===== config.mk =====
export PLATFORM = sky130hd
export DESIGN_NAME = cache_top
export DESIGN_NICKNAME = d
export VERILOG_FILES = /design/src/hw/cache_pkg.sv /design/src/hw/cache_ctrl.sv /design/src/hw/cache_top.sv /design/src/hw/l1_cache.sv /design/src/hw/l2_cache.sv /design/src/hw/main_memory.sv
export VERILOG_INCLUDE_DIRS = /design/src /design/src/include
export SDC_FILE = /design/constraint.sdc
export NUM_CORES = 2
export LEC_CHECK = 0
export BUFFER_PORTS_ARGS = -buffer_cell sky130_fd_sc_hd__buf_2
export CELL_PAD_IN_SITES_DETAIL_PLACEMENT = 0
export CELL_PAD_IN_SITES_GLOBAL_PLACEMENT = 1
export CORE_MARGIN = 2
export CORE_UTILIZATION = 55
export CTS_CLUSTER_DIAMETER = 40
export CTS_CLUSTER_SIZE = 30
export DETAILED_ROUTE_END_ITERATION = 12
export GPL_ROUTABILITY_DRIVEN = 0
export PLACE_DENSITY = 0.81
export SLEW_MARGIN = 20
export SYNTH_ARGS = -nofsm -noshare
export SYNTH_HDL_FRONTEND = slang
export SYNTH_SLANG_ARGS = --single-unit

===== constraint.sdc =====
create_clock -name clk -period 8.45 [get_ports clk]
set_input_delay 0.845 -clock clk [delete_from_list [all_inputs] [get_ports clk]]
set_output_delay 0.845 -clock clk [all_outputs]
set_load 0.01 [all_outputs]

===== src/include/cache_cfg.svh =====
`ifndef CACHE_CFG_SVH
`define CACHE_CFG_SVH

// Geometry of the request address and the data items
`define CACHE_ADDR_BITS     7  // Nibble address into the 32-block memory
`define CACHE_OFFSET_BITS   2  // Four nibbles per block
`define CACHE_NIBBLE_BITS   4  // One data item

// Level one is direct mapped, level two is set associative
`define CACHE_L1_INDEX_BITS 3  // 8 lines
`define CACHE_L2_INDEX_BITS 4  // 16 sets
`define CACHE_L2_WAYS       4

`define CACHE_MEM_BLOCKS    32

// Access latencies in clk cycles
`define CACHE_L2_LATENCY    2
`define CACHE_MEM_LATENCY   5

`endif


===== src/hw/cache_pkg.sv =====
`include "cache_cfg.svh"

package cache_pkg;

    // Full nibble address as issued by the requester
    typedef logic [`CACHE_ADDR_BITS-1:0] addr_t;

    // Memory block number, which is the address with its offset stripped
    typedef logic [`CACHE_ADDR_BITS-`CACHE_OFFSET_BITS-1:0] blk_id_t;

    typedef logic [`CACHE_OFFSET_BITS-1:0] offset_t;  // Nibble position inside a block
    typedef logic [`CACHE_NIBBLE_BITS-1:0] nibble_t;

    // Nibble k sits at bits 4k+3 down to 4k
    typedef logic [(`CACHE_NIBBLE_BITS << `CACHE_OFFSET_BITS)-1:0] block_t;

    typedef logic [$clog2(`CACHE_L2_WAYS)-1:0] way_t;  // Level-two way number and LRU rank

    ////////////////////////////////////////////////////////////
    // Controller states
    ////////////////////////////////////////////////////////////
    typedef enum logic [2:0] {
        IDLE,        // Waiting for a request, level-one lookup on the live address
        L2_WAIT,     // Level-two latency is running
        L2_RESOLVE,  // Level-two hit or miss is acted on
        MEM_WAIT,    // Memory read in flight
        L2_FILL,     // Fetched block enters level two
        L1_FILL,     // Fetched block enters level one
        RESPOND      // done cycle
    } ctrl_state_t;

endpackage


===== src/hw/cache_ctrl.sv =====
`include "cache_cfg.svh"

module cache_ctrl (
    input  logic              clk,
    input  logic              reset,
    input  logic              req,
    input  logic              write,
    input  cache_pkg::addr_t   addr,
    input  cache_pkg::nibble_t wdata,
    input  logic              l1_hit,
    input  cache_pkg::nibble_t l1_rd_nibble,
    input  logic              l1_victim_valid,
    input  cache_pkg::blk_id_t l1_victim_blk,
    input  cache_pkg::block_t  l1_victim_block,
    input  logic              l2_hit,
    input  cache_pkg::block_t  l2_hit_block,
    input  logic              l2_wb_present,
    input  logic              l2_victim_valid,
    input  cache_pkg::blk_id_t l2_victim_blk,
    input  cache_pkg::block_t  l2_victim_block,
    input  logic              mem_rd_done,
    input  cache_pkg::block_t  mem_rd_block,
    output cache_pkg::addr_t   l1_addr,
    output logic              l1_wr_en,
    output cache_pkg::nibble_t l1_wdata,
    output logic              l1_fill_en,
    output cache_pkg::block_t  l1_fill_block,
    output cache_pkg::addr_t   l2_addr,
    output logic              l2_wr_en,
    output cache_pkg::nibble_t l2_wdata,
    output logic              l2_touch_en,
    output logic              l2_fill_en,
    output cache_pkg::block_t  l2_fill_block,
    output cache_pkg::blk_id_t l2_wb_blk,
    output logic              l2_wb_en,
    output cache_pkg::block_t  l2_wb_block,
    output logic              mem_rd_start,
    output cache_pkg::blk_id_t mem_rd_blk,
    output logic              mem_wr_en,
    output cache_pkg::blk_id_t mem_wr_blk,
    output cache_pkg::block_t  mem_wr_block,
    output logic              mem_nib_wr_en,
    output cache_pkg::addr_t   mem_nib_addr,
    output cache_pkg::nibble_t mem_nib_data,
    output logic              done,
    output logic              busy,
    output cache_pkg::nibble_t rdata,
    output logic              hit_l1,
    output logic              hit_l2
);
    import cache_pkg::*;

    localparam int L2_LAT   = `CACHE_L2_LATENCY;
    localparam int CNT_BITS = $clog2(L2_LAT + 1);
    localparam int NIB      = `CACHE_NIBBLE_BITS;

    ctrl_state_t         state;
    logic [CNT_BITS-1:0] l2_cnt;   // Cycles already spent on the level-two latency
    addr_t               addr_q;   // Request held while busy
    logic                write_q;
    nibble_t             wdata_q;
    offset_t             req_off;
    logic                l1_fill_l2_hit;

    assign req_off = addr_q[`CACHE_OFFSET_BITS-1:0];
    assign busy    = (state != IDLE);
    assign done    = (state == RESPOND);

    ////////////////////////////////////////////////////////////
    // Storage commands, decoded from the state
    ////////////////////////////////////////////////////////////
    assign l1_addr  = (state == IDLE) ? addr : addr_q;  // IDLE looks up the live request
    assign l1_wr_en = (state == IDLE) && req && write && l1_hit;
    assign l1_wdata = wdata;

    // Level one is refilled after a read hit in level two or after a memory fetch
    assign l1_fill_l2_hit = (state == L2_RESOLVE) && !write_q && l2_hit;
    assign l1_fill_en     = l1_fill_l2_hit || (state == L1_FILL);
    assign l1_fill_block  = (state == L1_FILL) ? mem_rd_block : l2_hit_block;

    assign l2_addr       = addr_q;
    assign l2_wr_en      = (state == L2_RESOLVE) && write_q && l2_hit;
    assign l2_wdata      = wdata_q;
    assign l2_touch_en   = (state == L2_RESOLVE) && l2_hit;
    assign l2_fill_en    = (state == L2_FILL);
    assign l2_fill_block = mem_rd_block;

    // The displaced level-one line goes to level two when it is held there
    assign l2_wb_en    = l1_fill_en && l1_victim_valid;
    assign l2_wb_blk   = l1_victim_blk;
    assign l2_wb_block = l1_victim_block;

    assign mem_rd_start = (state == L2_RESOLVE) && !l2_hit;
    assign mem_rd_blk   = addr_q[`CACHE_ADDR_BITS-1:`CACHE_OFFSET_BITS];

    // Memory takes the level-two victim during L2_FILL, else an orphaned level-one victim
    assign mem_wr_en    = ((state == L2_FILL) && l2_victim_valid) ||
                          (l1_fill_en && l1_victim_valid && !l2_wb_present);
    assign mem_wr_blk   = (state == L2_FILL) ? l2_victim_blk : l1_victim_blk;
    assign mem_wr_block = (state == L2_FILL) ? l2_victim_block : l1_victim_block;

    // No write allocate, a double miss writes straight into memory
    assign mem_nib_wr_en = (state == MEM_WAIT) && mem_rd_done && write_q;
    assign mem_nib_addr  = addr_q;
    assign mem_nib_data  = wdata_q;

    ////////////////////////////////////////////////////////////
    // Request FSM
    ////////////////////////////////////////////////////////////
    always_ff @(posedge clk)
    begin
        if (reset)
        begin
            state  <= IDLE;
            l2_cnt <= '0;
            rdata  <= '0;
            hit_l1 <= 1'b0;
            hit_l2 <= 1'b0;
        end
        else
        begin
            rdata  <= '0;    // Response fields only live in the done cycle
            hit_l1 <= 1'b0;
            hit_l2 <= 1'b0;
            case (state)
                IDLE:
                begin
                    if (req && l1_hit)
                    begin
                        hit_l1 <= 1'b1;
                        if (!write)
                            rdata <= l1_rd_nibble;
                        state <= RESPOND;
                    end
                    else if (req)
                    begin
                        l2_cnt <= CNT_BITS'(1);
                        state  <= L2_WAIT;
                    end
                end
                L2_WAIT:
                begin
                    if (l2_cnt == CNT_BITS'(L2_LAT - 1))
                        state <= L2_RESOLVE;
                    else
                        l2_cnt <= l2_cnt + 1'b1;
                end
                L2_RESOLVE:
                begin
                    if (l2_hit)
                    begin
                        hit_l2 <= 1'b1;
                        if (!write_q)
                            rdata <= l2_hit_block[req_off*NIB +: NIB];
                        state <= RESPOND;
                    end
                    else
                        state <= MEM_WAIT;  // Memory read starts this cycle
                end
                MEM_WAIT:
                begin
                    if (mem_rd_done)
                        state <= write_q ? RESPOND : L2_FILL;
                end
                L2_FILL:
                    state <= L1_FILL;
                L1_FILL:
                begin
                    rdata <= mem_rd_block[req_off*NIB +: NIB];
                    state <= RESPOND;
                end
                default:
                    state <= IDLE;  // RESPOND lasts one cycle
            endcase
        end
    end

    always_ff @(posedge clk)
    begin
        if ((state == IDLE) && req)
        begin
            addr_q  <= addr;
            write_q <= write;
            wdata_q <= wdata;
        end
    end

endmodule


===== src/hw/cache_top.sv =====
module cache_top (
    input  logic              clk,
    input  logic              reset,
    input  logic              req,
    input  logic              write,
    input  cache_pkg::addr_t   addr,
    input  cache_pkg::nibble_t wdata,
    output logic              done,
    output logic              busy,
    output cache_pkg::nibble_t rdata,
    output logic              hit_l1,
    output logic              hit_l2
);
    import cache_pkg::*;

    // Level-one side
    addr_t   l1_addr;
    logic    l1_wr_en;
    nibble_t l1_wdata;
    logic    l1_fill_en;
    block_t  l1_fill_block;
    logic    l1_hit;
    nibble_t l1_rd_nibble;
    logic    l1_victim_valid;
    blk_id_t l1_victim_blk;
    block_t  l1_victim_block;

    // Level-two side
    addr_t   l2_addr;
    logic    l2_wr_en;
    nibble_t l2_wdata;
    logic    l2_touch_en;
    logic    l2_fill_en;
    block_t  l2_fill_block;
    blk_id_t l2_wb_blk;
    logic    l2_wb_en;
    block_t  l2_wb_block;
    logic    l2_hit;
    block_t  l2_hit_block;
    logic    l2_wb_present;
    logic    l2_victim_valid;
    blk_id_t l2_victim_blk;
    block_t  l2_victim_block;

    // Memory side
    logic    mem_rd_start;
    blk_id_t mem_rd_blk;
    logic    mem_wr_en;
    blk_id_t mem_wr_blk;
    block_t  mem_wr_block;
    logic    mem_nib_wr_en;
    addr_t   mem_nib_addr;
    nibble_t mem_nib_data;
    logic    mem_rd_done;
    block_t  mem_rd_block;

    cache_ctrl cache_ctrl_inst (
        .clk             (clk),
        .reset           (reset),
        .req             (req),
        .write           (write),
        .addr            (addr),
        .wdata           (wdata),
        .l1_hit          (l1_hit),
        .l1_rd_nibble    (l1_rd_nibble),
        .l1_victim_valid (l1_victim_valid),
        .l1_victim_blk   (l1_victim_blk),
        .l1_victim_block (l1_victim_block),
        .l2_hit          (l2_hit),
        .l2_hit_block    (l2_hit_block),
        .l2_wb_present   (l2_wb_present),
        .l2_victim_valid (l2_victim_valid),
        .l2_victim_blk   (l2_victim_blk),
        .l2_victim_block (l2_victim_block),
        .mem_rd_done     (mem_rd_done),
        .mem_rd_block    (mem_rd_block),
        .l1_addr         (l1_addr),
        .l1_wr_en        (l1_wr_en),
        .l1_wdata        (l1_wdata),
        .l1_fill_en      (l1_fill_en),
        .l1_fill_block   (l1_fill_block),
        .l2_addr         (l2_addr),
        .l2_wr_en        (l2_wr_en),
        .l2_wdata        (l2_wdata),
        .l2_touch_en     (l2_touch_en),
        .l2_fill_en      (l2_fill_en),
        .l2_fill_block   (l2_fill_block),
        .l2_wb_blk       (l2_wb_blk),
        .l2_wb_en        (l2_wb_en),
        .l2_wb_block     (l2_wb_block),
        .mem_rd_start    (mem_rd_start),
        .mem_rd_blk      (mem_rd_blk),
        .mem_wr_en       (mem_wr_en),
        .mem_wr_blk      (mem_wr_blk),
        .mem_wr_block    (mem_wr_block),
        .mem_nib_wr_en   (mem_nib_wr_en),
        .mem_nib_addr    (mem_nib_addr),
        .mem_nib_data    (mem_nib_data),
        .done            (done),
        .busy            (busy),
        .rdata           (rdata),
        .hit_l1          (hit_l1),
        .hit_l2          (hit_l2)
    );

    l1_cache l1_cache_inst (
        .clk          (clk),
        .reset        (reset),
        .addr         (l1_addr),
        .wr_en        (l1_wr_en),
        .wdata        (l1_wdata),
        .fill_en      (l1_fill_en),
        .fill_block   (l1_fill_block),
        .hit          (l1_hit),
        .rd_nibble    (l1_rd_nibble),
        .victim_valid (l1_victim_valid),
        .victim_blk   (l1_victim_blk),
        .victim_block (l1_victim_block)
    );

    l2_cache l2_cache_inst (
        .clk          (clk),
        .reset        (reset),
        .addr         (l2_addr),
        .wr_en        (l2_wr_en),
        .wdata        (l2_wdata),
        .touch_en     (l2_touch_en),
        .fill_en      (l2_fill_en),
        .fill_block   (l2_fill_block),
        .wb_blk       (l2_wb_blk),
        .wb_en        (l2_wb_en),
        .wb_block     (l2_wb_block),
        .hit          (l2_hit),
        .hit_block    (l2_hit_block),
        .wb_present   (l2_wb_present),
        .victim_valid (l2_victim_valid),
        .victim_blk   (l2_victim_blk),
        .victim_block (l2_victim_block)
    );

    main_memory main_memory_inst (
        .clk       (clk),
        .reset     (reset),
        .rd_start  (mem_rd_start),
        .rd_blk    (mem_rd_blk),
        .wr_en     (mem_wr_en),
        .wr_blk    (mem_wr_blk),
        .wr_block  (mem_wr_block),
        .nib_wr_en (mem_nib_wr_en),
        .nib_addr  (mem_nib_addr),
        .nib_data  (mem_nib_data),
        .rd_done   (mem_rd_done),
        .rd_block  (mem_rd_block)
    );

endmodule


===== src/hw/l1_cache.sv =====
`include "cache_cfg.svh"

module l1_cache (
    input  logic              clk,
    input  logic              reset,
    input  cache_pkg::addr_t   addr,
    input  logic              wr_en,
    input  cache_pkg::nibble_t wdata,
    input  logic              fill_en,
    input  cache_pkg::block_t  fill_block,
    output logic              hit,
    output cache_pkg::nibble_t rd_nibble,
    output logic              victim_valid,
    output cache_pkg::blk_id_t victim_blk,
    output cache_pkg::block_t  victim_block
);
    import cache_pkg::*;

    localparam int IDX_BITS = `CACHE_L1_INDEX_BITS;
    localparam int BLK_BITS = `CACHE_ADDR_BITS - `CACHE_OFFSET_BITS;
    localparam int TAG_BITS = BLK_BITS - IDX_BITS;  // 2 bits with the default geometry
    localparam int LINES    = 1 << IDX_BITS;
    localparam int NIB      = `CACHE_NIBBLE_BITS;

    block_t              data_mem [LINES];  // One block per line
    logic [TAG_BITS-1:0] tag_mem  [LINES];
    logic [LINES-1:0]    valid;

    blk_id_t             blk;
    logic [IDX_BITS-1:0] idx;
    logic [TAG_BITS-1:0] tag;
    offset_t             off;

    assign blk = addr[`CACHE_ADDR_BITS-1:`CACHE_OFFSET_BITS];
    assign idx = blk[IDX_BITS-1:0];           // Low block bits pick the line
    assign tag = blk[BLK_BITS-1:IDX_BITS];
    assign off = addr[`CACHE_OFFSET_BITS-1:0];

    // Lookup is purely combinational
    assign hit       = valid[idx] && (tag_mem[idx] == tag);
    assign rd_nibble = data_mem[idx][off*NIB +: NIB];

    // The current occupant of the line, which a fill will displace
    assign victim_valid = valid[idx];
    assign victim_blk   = {tag_mem[idx], idx};
    assign victim_block = data_mem[idx];

    always_ff @(posedge clk)
    begin
        if (fill_en)
        begin
            data_mem[idx] <= fill_block;
            tag_mem[idx]  <= tag;
        end
        else if (wr_en && hit)
            data_mem[idx][off*NIB +: NIB] <= wdata;  // Only the addressed nibble changes
    end

    always_ff @(posedge clk)
    begin
        if (reset)
            valid <= '0;
        else if (fill_en)
            valid[idx] <= 1'b1;
    end

endmodule


===== src/hw/l2_cache.sv =====
`include "cache_cfg.svh"

module l2_cache (
    input  logic              clk,
    input  logic              reset,
    input  cache_pkg::addr_t   addr,
    input  logic              wr_en,
    input  cache_pkg::nibble_t wdata,
    input  logic              touch_en,
    input  logic              fill_en,
    input  cache_pkg::block_t  fill_block,
    input  cache_pkg::blk_id_t wb_blk,
    input  logic              wb_en,
    input  cache_pkg::block_t  wb_block,
    output logic              hit,
    output cache_pkg::block_t  hit_block,
    output logic              wb_present,
    output logic              victim_valid,
    output cache_pkg::blk_id_t victim_blk,
    output cache_pkg::block_t  victim_block
);
    import cache_pkg::*;

    localparam int WAYS     = `CACHE_L2_WAYS;
    localparam int SET_BITS = `CACHE_L2_INDEX_BITS;
    localparam int SETS     = 1 << SET_BITS;
    localparam int BLK_BITS = `CACHE_ADDR_BITS - `CACHE_OFFSET_BITS;
    localparam int TAG_BITS = BLK_BITS - SET_BITS;
    localparam int NIB      = `CACHE_NIBBLE_BITS;

    block_t              data_mem [SETS][WAYS];
    logic [TAG_BITS-1:0] tag_mem  [SETS][WAYS];
    logic [WAYS-1:0]     valid    [SETS];
    way_t                rank     [SETS][WAYS];  // 0 is the least recently used way

    blk_id_t             blk;
    logic [SET_BITS-1:0] set_idx;
    logic [TAG_BITS-1:0] tag;
    offset_t             off;
    logic [SET_BITS-1:0] wb_set;
    logic [TAG_BITS-1:0] wb_tag;
    way_t                hit_way;
    way_t                victim_way;
    way_t                wb_way;
    way_t                promote_way;
    logic                promote;

    assign blk     = addr[`CACHE_ADDR_BITS-1:`CACHE_OFFSET_BITS];
    assign set_idx = blk[SET_BITS-1:0];
    assign tag     = blk[BLK_BITS-1:SET_BITS];
    assign off     = addr[`CACHE_OFFSET_BITS-1:0];
    assign wb_set  = wb_blk[SET_BITS-1:0];  // Second lookup for the level-one victim
    assign wb_tag  = wb_blk[BLK_BITS-1:SET_BITS];

    ////////////////////////////////////////////////////////////
    // Way search on both lookup ports
    ////////////////////////////////////////////////////////////
    always_comb
    begin
        hit        = 1'b0;
        hit_way    = '0;
        victim_way = '0;
        wb_present = 1'b0;
        wb_way     = '0;
        for (int w = 0; w < WAYS; w++)
        begin
            if (valid[set_idx][w] && (tag_mem[set_idx][w] == tag))
            begin
                hit     = 1'b1;
                hit_way = way_t'(w);
            end
            if (rank[set_idx][w] == '0)
                victim_way = way_t'(w);  // Exactly one way of a set holds rank 0
            if (valid[wb_set][w] && (tag_mem[wb_set][w] == wb_tag))
            begin
                wb_present = 1'b1;
                wb_way     = way_t'(w);
            end
        end
    end

    assign hit_block    = data_mem[set_idx][hit_way];
    assign victim_valid = valid[set_idx][victim_way];
    assign victim_blk   = {tag_mem[set_idx][victim_way], set_idx};
    assign victim_block = data_mem[set_idx][victim_way];

    // A fill promotes the way it lands in, a touch promotes the hit way
    assign promote_way = fill_en ? victim_way : hit_way;
    assign promote     = fill_en || (touch_en && hit);

    always_ff @(posedge clk)
    begin
        if (wr_en && hit)
            data_mem[set_idx][hit_way][off*NIB +: NIB] <= wdata;
        if (wb_en && wb_present)
            data_mem[wb_set][wb_way] <= wb_block;  // Overwrite in place, LRU untouched
        if (fill_en)
        begin
            data_mem[set_idx][victim_way] <= fill_block;
            tag_mem[set_idx][victim_way]  <= tag;
        end
    end

    ////////////////////////////////////////////////////////////
    // Valid bits and LRU ranks
    ////////////////////////////////////////////////////////////
    always_ff @(posedge clk)
    begin
        if (reset)
        begin
            for (int s = 0; s < SETS; s++)
            begin
                valid[s] <= '0;
                for (int w = 0; w < WAYS; w++)
                    rank[s][w] <= way_t'(w);  // Way 0 starts as the eviction candidate
            end
        end
        else
        begin
            if (fill_en)
                valid[set_idx][victim_way] <= 1'b1;
            if (promote)
            begin
                for (int w = 0; w < WAYS; w++)
                begin
                    if (way_t'(w) == promote_way)
                        rank[set_idx][w] <= way_t'(WAYS - 1);
                    else if (rank[set_idx][w] > rank[set_idx][promote_way])
                        rank[set_idx][w] <= rank[set_idx][w] - 1'b1;  // Close the gap
                end
            end
        end
    end

endmodule


===== src/hw/main_memory.sv =====
`include "cache_cfg.svh"

module main_memory (
    input  logic              clk,
    input  logic              reset,
    input  logic              rd_start,
    input  cache_pkg::blk_id_t rd_blk,
    input  logic              wr_en,
    input  cache_pkg::blk_id_t wr_blk,
    input  cache_pkg::block_t  wr_block,
    input  logic              nib_wr_en,
    input  cache_pkg::addr_t   nib_addr,
    input  cache_pkg::nibble_t nib_data,
    output logic              rd_done,
    output cache_pkg::block_t  rd_block
);
    import cache_pkg::*;

    localparam int BLOCKS   = `CACHE_MEM_BLOCKS;
    localparam int LAT      = `CACHE_MEM_LATENCY;
    localparam int CNT_BITS = $clog2(LAT + 1);
    localparam int NIB      = `CACHE_NIBBLE_BITS;

    block_t              mem [BLOCKS];
    blk_id_t             rd_blk_q;  // Block number held for the length of the read
    logic [CNT_BITS-1:0] rd_cnt;    // Cycles left before the data returns, 0 when idle

    // Block i powers up holding the value i
    always_ff @(posedge clk)
    begin
        if (reset)
        begin
            for (int i = 0; i < BLOCKS; i++)
                mem[i] <= block_t'(i);
        end
        else if (wr_en)
            mem[wr_blk] <= wr_block;  // Write-back of a whole evicted block
        else if (nib_wr_en)
            mem[nib_addr[`CACHE_ADDR_BITS-1:`CACHE_OFFSET_BITS]]
                [nib_addr[`CACHE_OFFSET_BITS-1:0]*NIB +: NIB] <= nib_data;
    end

    ////////////////////////////////////////////////////////////
    // Read latency counter
    ////////////////////////////////////////////////////////////
    always_ff @(posedge clk)
    begin
        if (reset)
        begin
            rd_cnt  <= '0;
            rd_done <= 1'b0;
        end
        else
        begin
            if (rd_start)
                rd_cnt <= CNT_BITS'(LAT - 1);
            else if (rd_cnt != '0)
                rd_cnt <= rd_cnt - 1'b1;
            rd_done <= (rd_cnt == CNT_BITS'(1)) && !rd_start;  // LAT cycles after rd_start
        end
    end

    always_ff @(posedge clk)
    begin
        if (rd_start)
            rd_blk_q <= rd_blk;
        if (rd_cnt == CNT_BITS'(1))
            rd_block <= mem[rd_blk_q];  // Held until the next read completes
    end

endmodule


==> metrics.txt <==
die width=407.9 um; Port Buffers=22; Post-synth top cells=edfxtp_1, nor3_1, mux4_2; Reg2Reg Setup Slack=1.42 ns; Clk Latency, worst-skew pair=0.91 ns; 1st-iter DRT viols=8490; status=complete, no violations; H-tree depth reported by CTS=4; Post-Syn Area=0.08971 sq mm; CP Cell Sequence=nor3_4 -> inv_2 -> mux2i_4 -> o22ai_1 -> nor3_2 -> nand2_1 -> o32a_1 -> and2_1 -> a21oi_4 -> mux2_4 -> buf_4 -> nor4_1; CP Launch Type=flip-flop; layout cell share with drive strength beyond 1=22.28%; vias=55640; total negative slack=0 ns; Inserted Clock Buffers=239; CTS max path bufs=3; cell taking the most area after synthesis=edfxtp_1; Final nets=5737; hold path startpoint=addr[6]; full die area=0.1664 sq mm; PnR Total Power=30.68 mW; Layout Skew=0.08433 ns; Worst R2R Start=cache_ctrl_inst.state[2]$_SDFFE_PP0P_; sequential share of the synthesized area=65.80%; Async S/R FF share, synth=0%; FILL cells=11650; CP Buf/Inv Count=2; crit path time final=7.027 ns; vias in the first global route=54600; die height=407.9 um; FF+latch count, synth=1996; Synth top area share=63.77%; syn_nets=5891; initial antenna violation count=8; Worst-Margin Slew=1.228 ns; drt via density=6.878; hold endpoint=cache_ctrl_inst.l2_addr[6]$_DFFE_PP_; CTS tree=yes; worst path required time=8.92 ns; CTS sink cnt=1996; relative slew slack=17.35%; Arrival @ worst endpoint=7.49 ns; slowest cell delay on critical path=0.78 ns; Slowest-stage cell, CP=mux2i_4; post-CTS setup buffers=0; Final WS setup=1.423 ns; Worst-path clk slew=0.07 ns; Gate Count Post-Synth=5851; area of the core=0.1624 sq mm; area delta synth->final=11.63%; Core Util, Final=61.66%; Worst R2R End=l2_cache_inst.data_mem[7][41]$_DFFE_PP_; DP Cell Count=7630; leakage=30.48 nW; pwr dens=306.4 mW/mm^2; HPWL after detailed placement=166800 um; yosys warns=0; first drt pass iteration count=7; largest net degree at the start of global routing=129; GRT Overall Usage=30.78%; row count=148; HP Class=input pin to flip-flop; Routed Antenna Nets=0; Hold Path Cell Cnt=1; synth top area cells=edfxtp_1, mux4_2, nor3_1; VDD IR-drop max=0.2643 mV; fmax=142.3 MHz; Top-Level Pins=23; syn_area_per_cell=15.33 sq um; Reg2Reg Depth=12; most common cell in the netlist=edfxtp_1; root buffer cell=clkbuf_16; fin cells=8089; residual DRC count=0; endpoint class of the critical path=flip-flop; Final Hold Fails=0; Post-synth EDFFs=1905; unrepaired setup endpoints after global routing=no; initial core utilization=55.24%; Top Family by Delay on Critical Path=simple AND/OR/NAND/NOR gates; Post-Place Setup Slack=1.507 ns; gr ovfl total=0; routed length per instance=31.73 um; cts repair resizes=0; worst setup path category=flip-flop to flip-flop; max-slew violation count=0; Final Routed Wirelength=256600 um; ys flop type=edfxtp_1; Worst Path Max Fanout=70; Max-Cap Viols=0; # hold bufs at CTS=0; first-pass GRT wire length=375400 um; period utilization=83.16%; final setup violating endpoints=0; Unique masters post-synth=94
[power breakdown]
group	leakage [nW]	internal, mW	switching [mW]
clock network	4.16	6.14	4.70
registers	17.9	11.5	0.321
logic	8.44	2.59	5.46
total	30.5	20.2	10.5
[cells by family (layout without fill, tap and decap cells)]
| group | after synthesis | in the layout | synth area share [%] |
|---|---|---|---|
| AO/OA/AOI/OAI | 679 | 679 | 5.162 |
| XOR/XNOR | 12 | 12 | 0.1172 |
| adder cells (fa/ha/maj) | 25 | 25 | 0.3487 |
| buffers and inverters | 584 | 645 | 2.887 |
| flip-flops | 1996 | 1996 | 65.80 |
| multiplexers | 716 | 716 | 15.72 |
| other | 0 | 2 | 0 |
| AND/OR/NAND/NOR | 1839 | 1839 | 9.965 |
[worst reg2reg max path, cell delays in order (launching register included)]
cell     delay (ns)
dfxtp_1        0.77
nor3_4         0.11
inv_2          0.75
mux2i_4        0.79
o22ai_1        0.23
nor3_2         0.47
nand2_1        0.39
o32a_1         0.54
and2_1         0.34
a21oi_4        0.37
mux2_4         0.67
buf_4          0.44
nor4_1         0.72
[flip-flops by register name, summed over array words and instances, names as in the netlist, 2 cells and up, named ones only]
signal	cells
main_memory_inst.rd_block	16
cache_ctrl_inst.l2_addr	7
l2_cache_inst.valid	64
main_memory_inst.rd_cnt	3
cache_ctrl_inst.rdata	4
cache_ctrl_inst.l2_cnt	2
l2_cache_inst.rank	128
cache_ctrl_inst.state	3
cache_ctrl_inst.l2_wdata	4
l1_cache_inst.tag_mem	16
main_memory_inst.rd_blk_q	5
l2_cache_inst.tag_mem	64
l2_cache_inst.data_mem	1024
l1_cache_inst.data_mem	128
l1_cache_inst.valid	8
main_memory_inst.mem	512
[area by class of cell]
| cell class | count | area [sq um] | share of cell area, % |
|---|---|---|---|
| multi-input combinational | 3271 | 28420 | 28.38 |
| clock inverter | 210 | 2601 | 2.597 |
| sequential | 1996 | 59040 | 58.95 |
| antenna | 2 | 5.005 | 0.004998 |
| timing repair buffer | 162 | 1241 | 1.239 |
| clock buffer | 246 | 6007 | 5.998 |
| inverter | 27 | 111.4 | 0.1112 |
| tap | 2175 | 2721 | 2.717 |
[per-stage QoR]
stage | instance area [sq um] | hold slack [ns]
detailed placement | 91440 | 0.4563
CTS | 100000 | 0.1685
global placement | 91430 | 0.4488
floorplan | 89710 | 0.4206
global route | 100100 | 0.1814
finish | 100100 | 0.2129
[worst max-delay path by stage]
stage,startpoint,to,slack [ns],cells past startpoint
6_report,cache_ctrl_inst.state[2]$_SDFFE_PP0P_,l2_cache_inst.data_mem[7][41]$_DFFE_PP_,1.42,12
5_1_grt,flip-flop,l2_cache_inst.rank[13][4]$_SDFFCE_PN1P_,1.30,17
4_1_cts,flip-flop,l2_cache_inst.rank[9][5]$_SDFFCE_PN0P_,1.44,17
3_5_place_dp,flip-flop,l2_cache_inst.rank[0][4]$_SDFFCE_PN1P_,1.51,17
3_3_place_gp,flip-flop,l2_cache_inst.rank[6][5]$_SDFFCE_PN0P_,1.58,17
2_1_floorplan,flip-flop,l2_cache_inst.rank[10][6]$_SDFFCE_PN0P_,1.87,26
[cells in the final DEF, fill, tap and decap left out, types with 19 or more instances in the layout]
cell type     n
buf_4       134
a222oi_1     20
buf_2        21
edfxtp_1   1905
a211oi_1     34
o211ai_1     38
nand2_1     319
nand2b_1     22
nor4_1      100
a21oi_1     155
or4_1        33
nand3_1     126
mux4_2      546
dfxtp_1      88
nor3_1      696
o21ai_0     108
o22ai_1      28
and2_1       19
o21a_1      131
nor3b_1      27
nor2_1      361
inv_8        34
clkbuf_16   239
mux2i_1     100
bufinv_16    23
inv_1        22
inv_6        42
mux2_2       63
clkinv_4     23
ha_1         25
clkinv_8     19
a22oi_1      32
clkinv_2     26
or2_2        20
[metal layers]
metal / part of all wire (%) / wire (um) / global-route usage [%] / vias to the layer above
met5: 0.010 / 26 / 0 / -
li1: - / - / - / 23180
met4: 4.5 / 11530 / 12.79 / 4
met3: 12 / 30350 / 7.709 / 615
met1: 37 / 96040 / 42.48 / 28300
met2: 46 / 118700 / 47.15 / 3534
No activity file was read; power rests on OpenSTA's default activity.
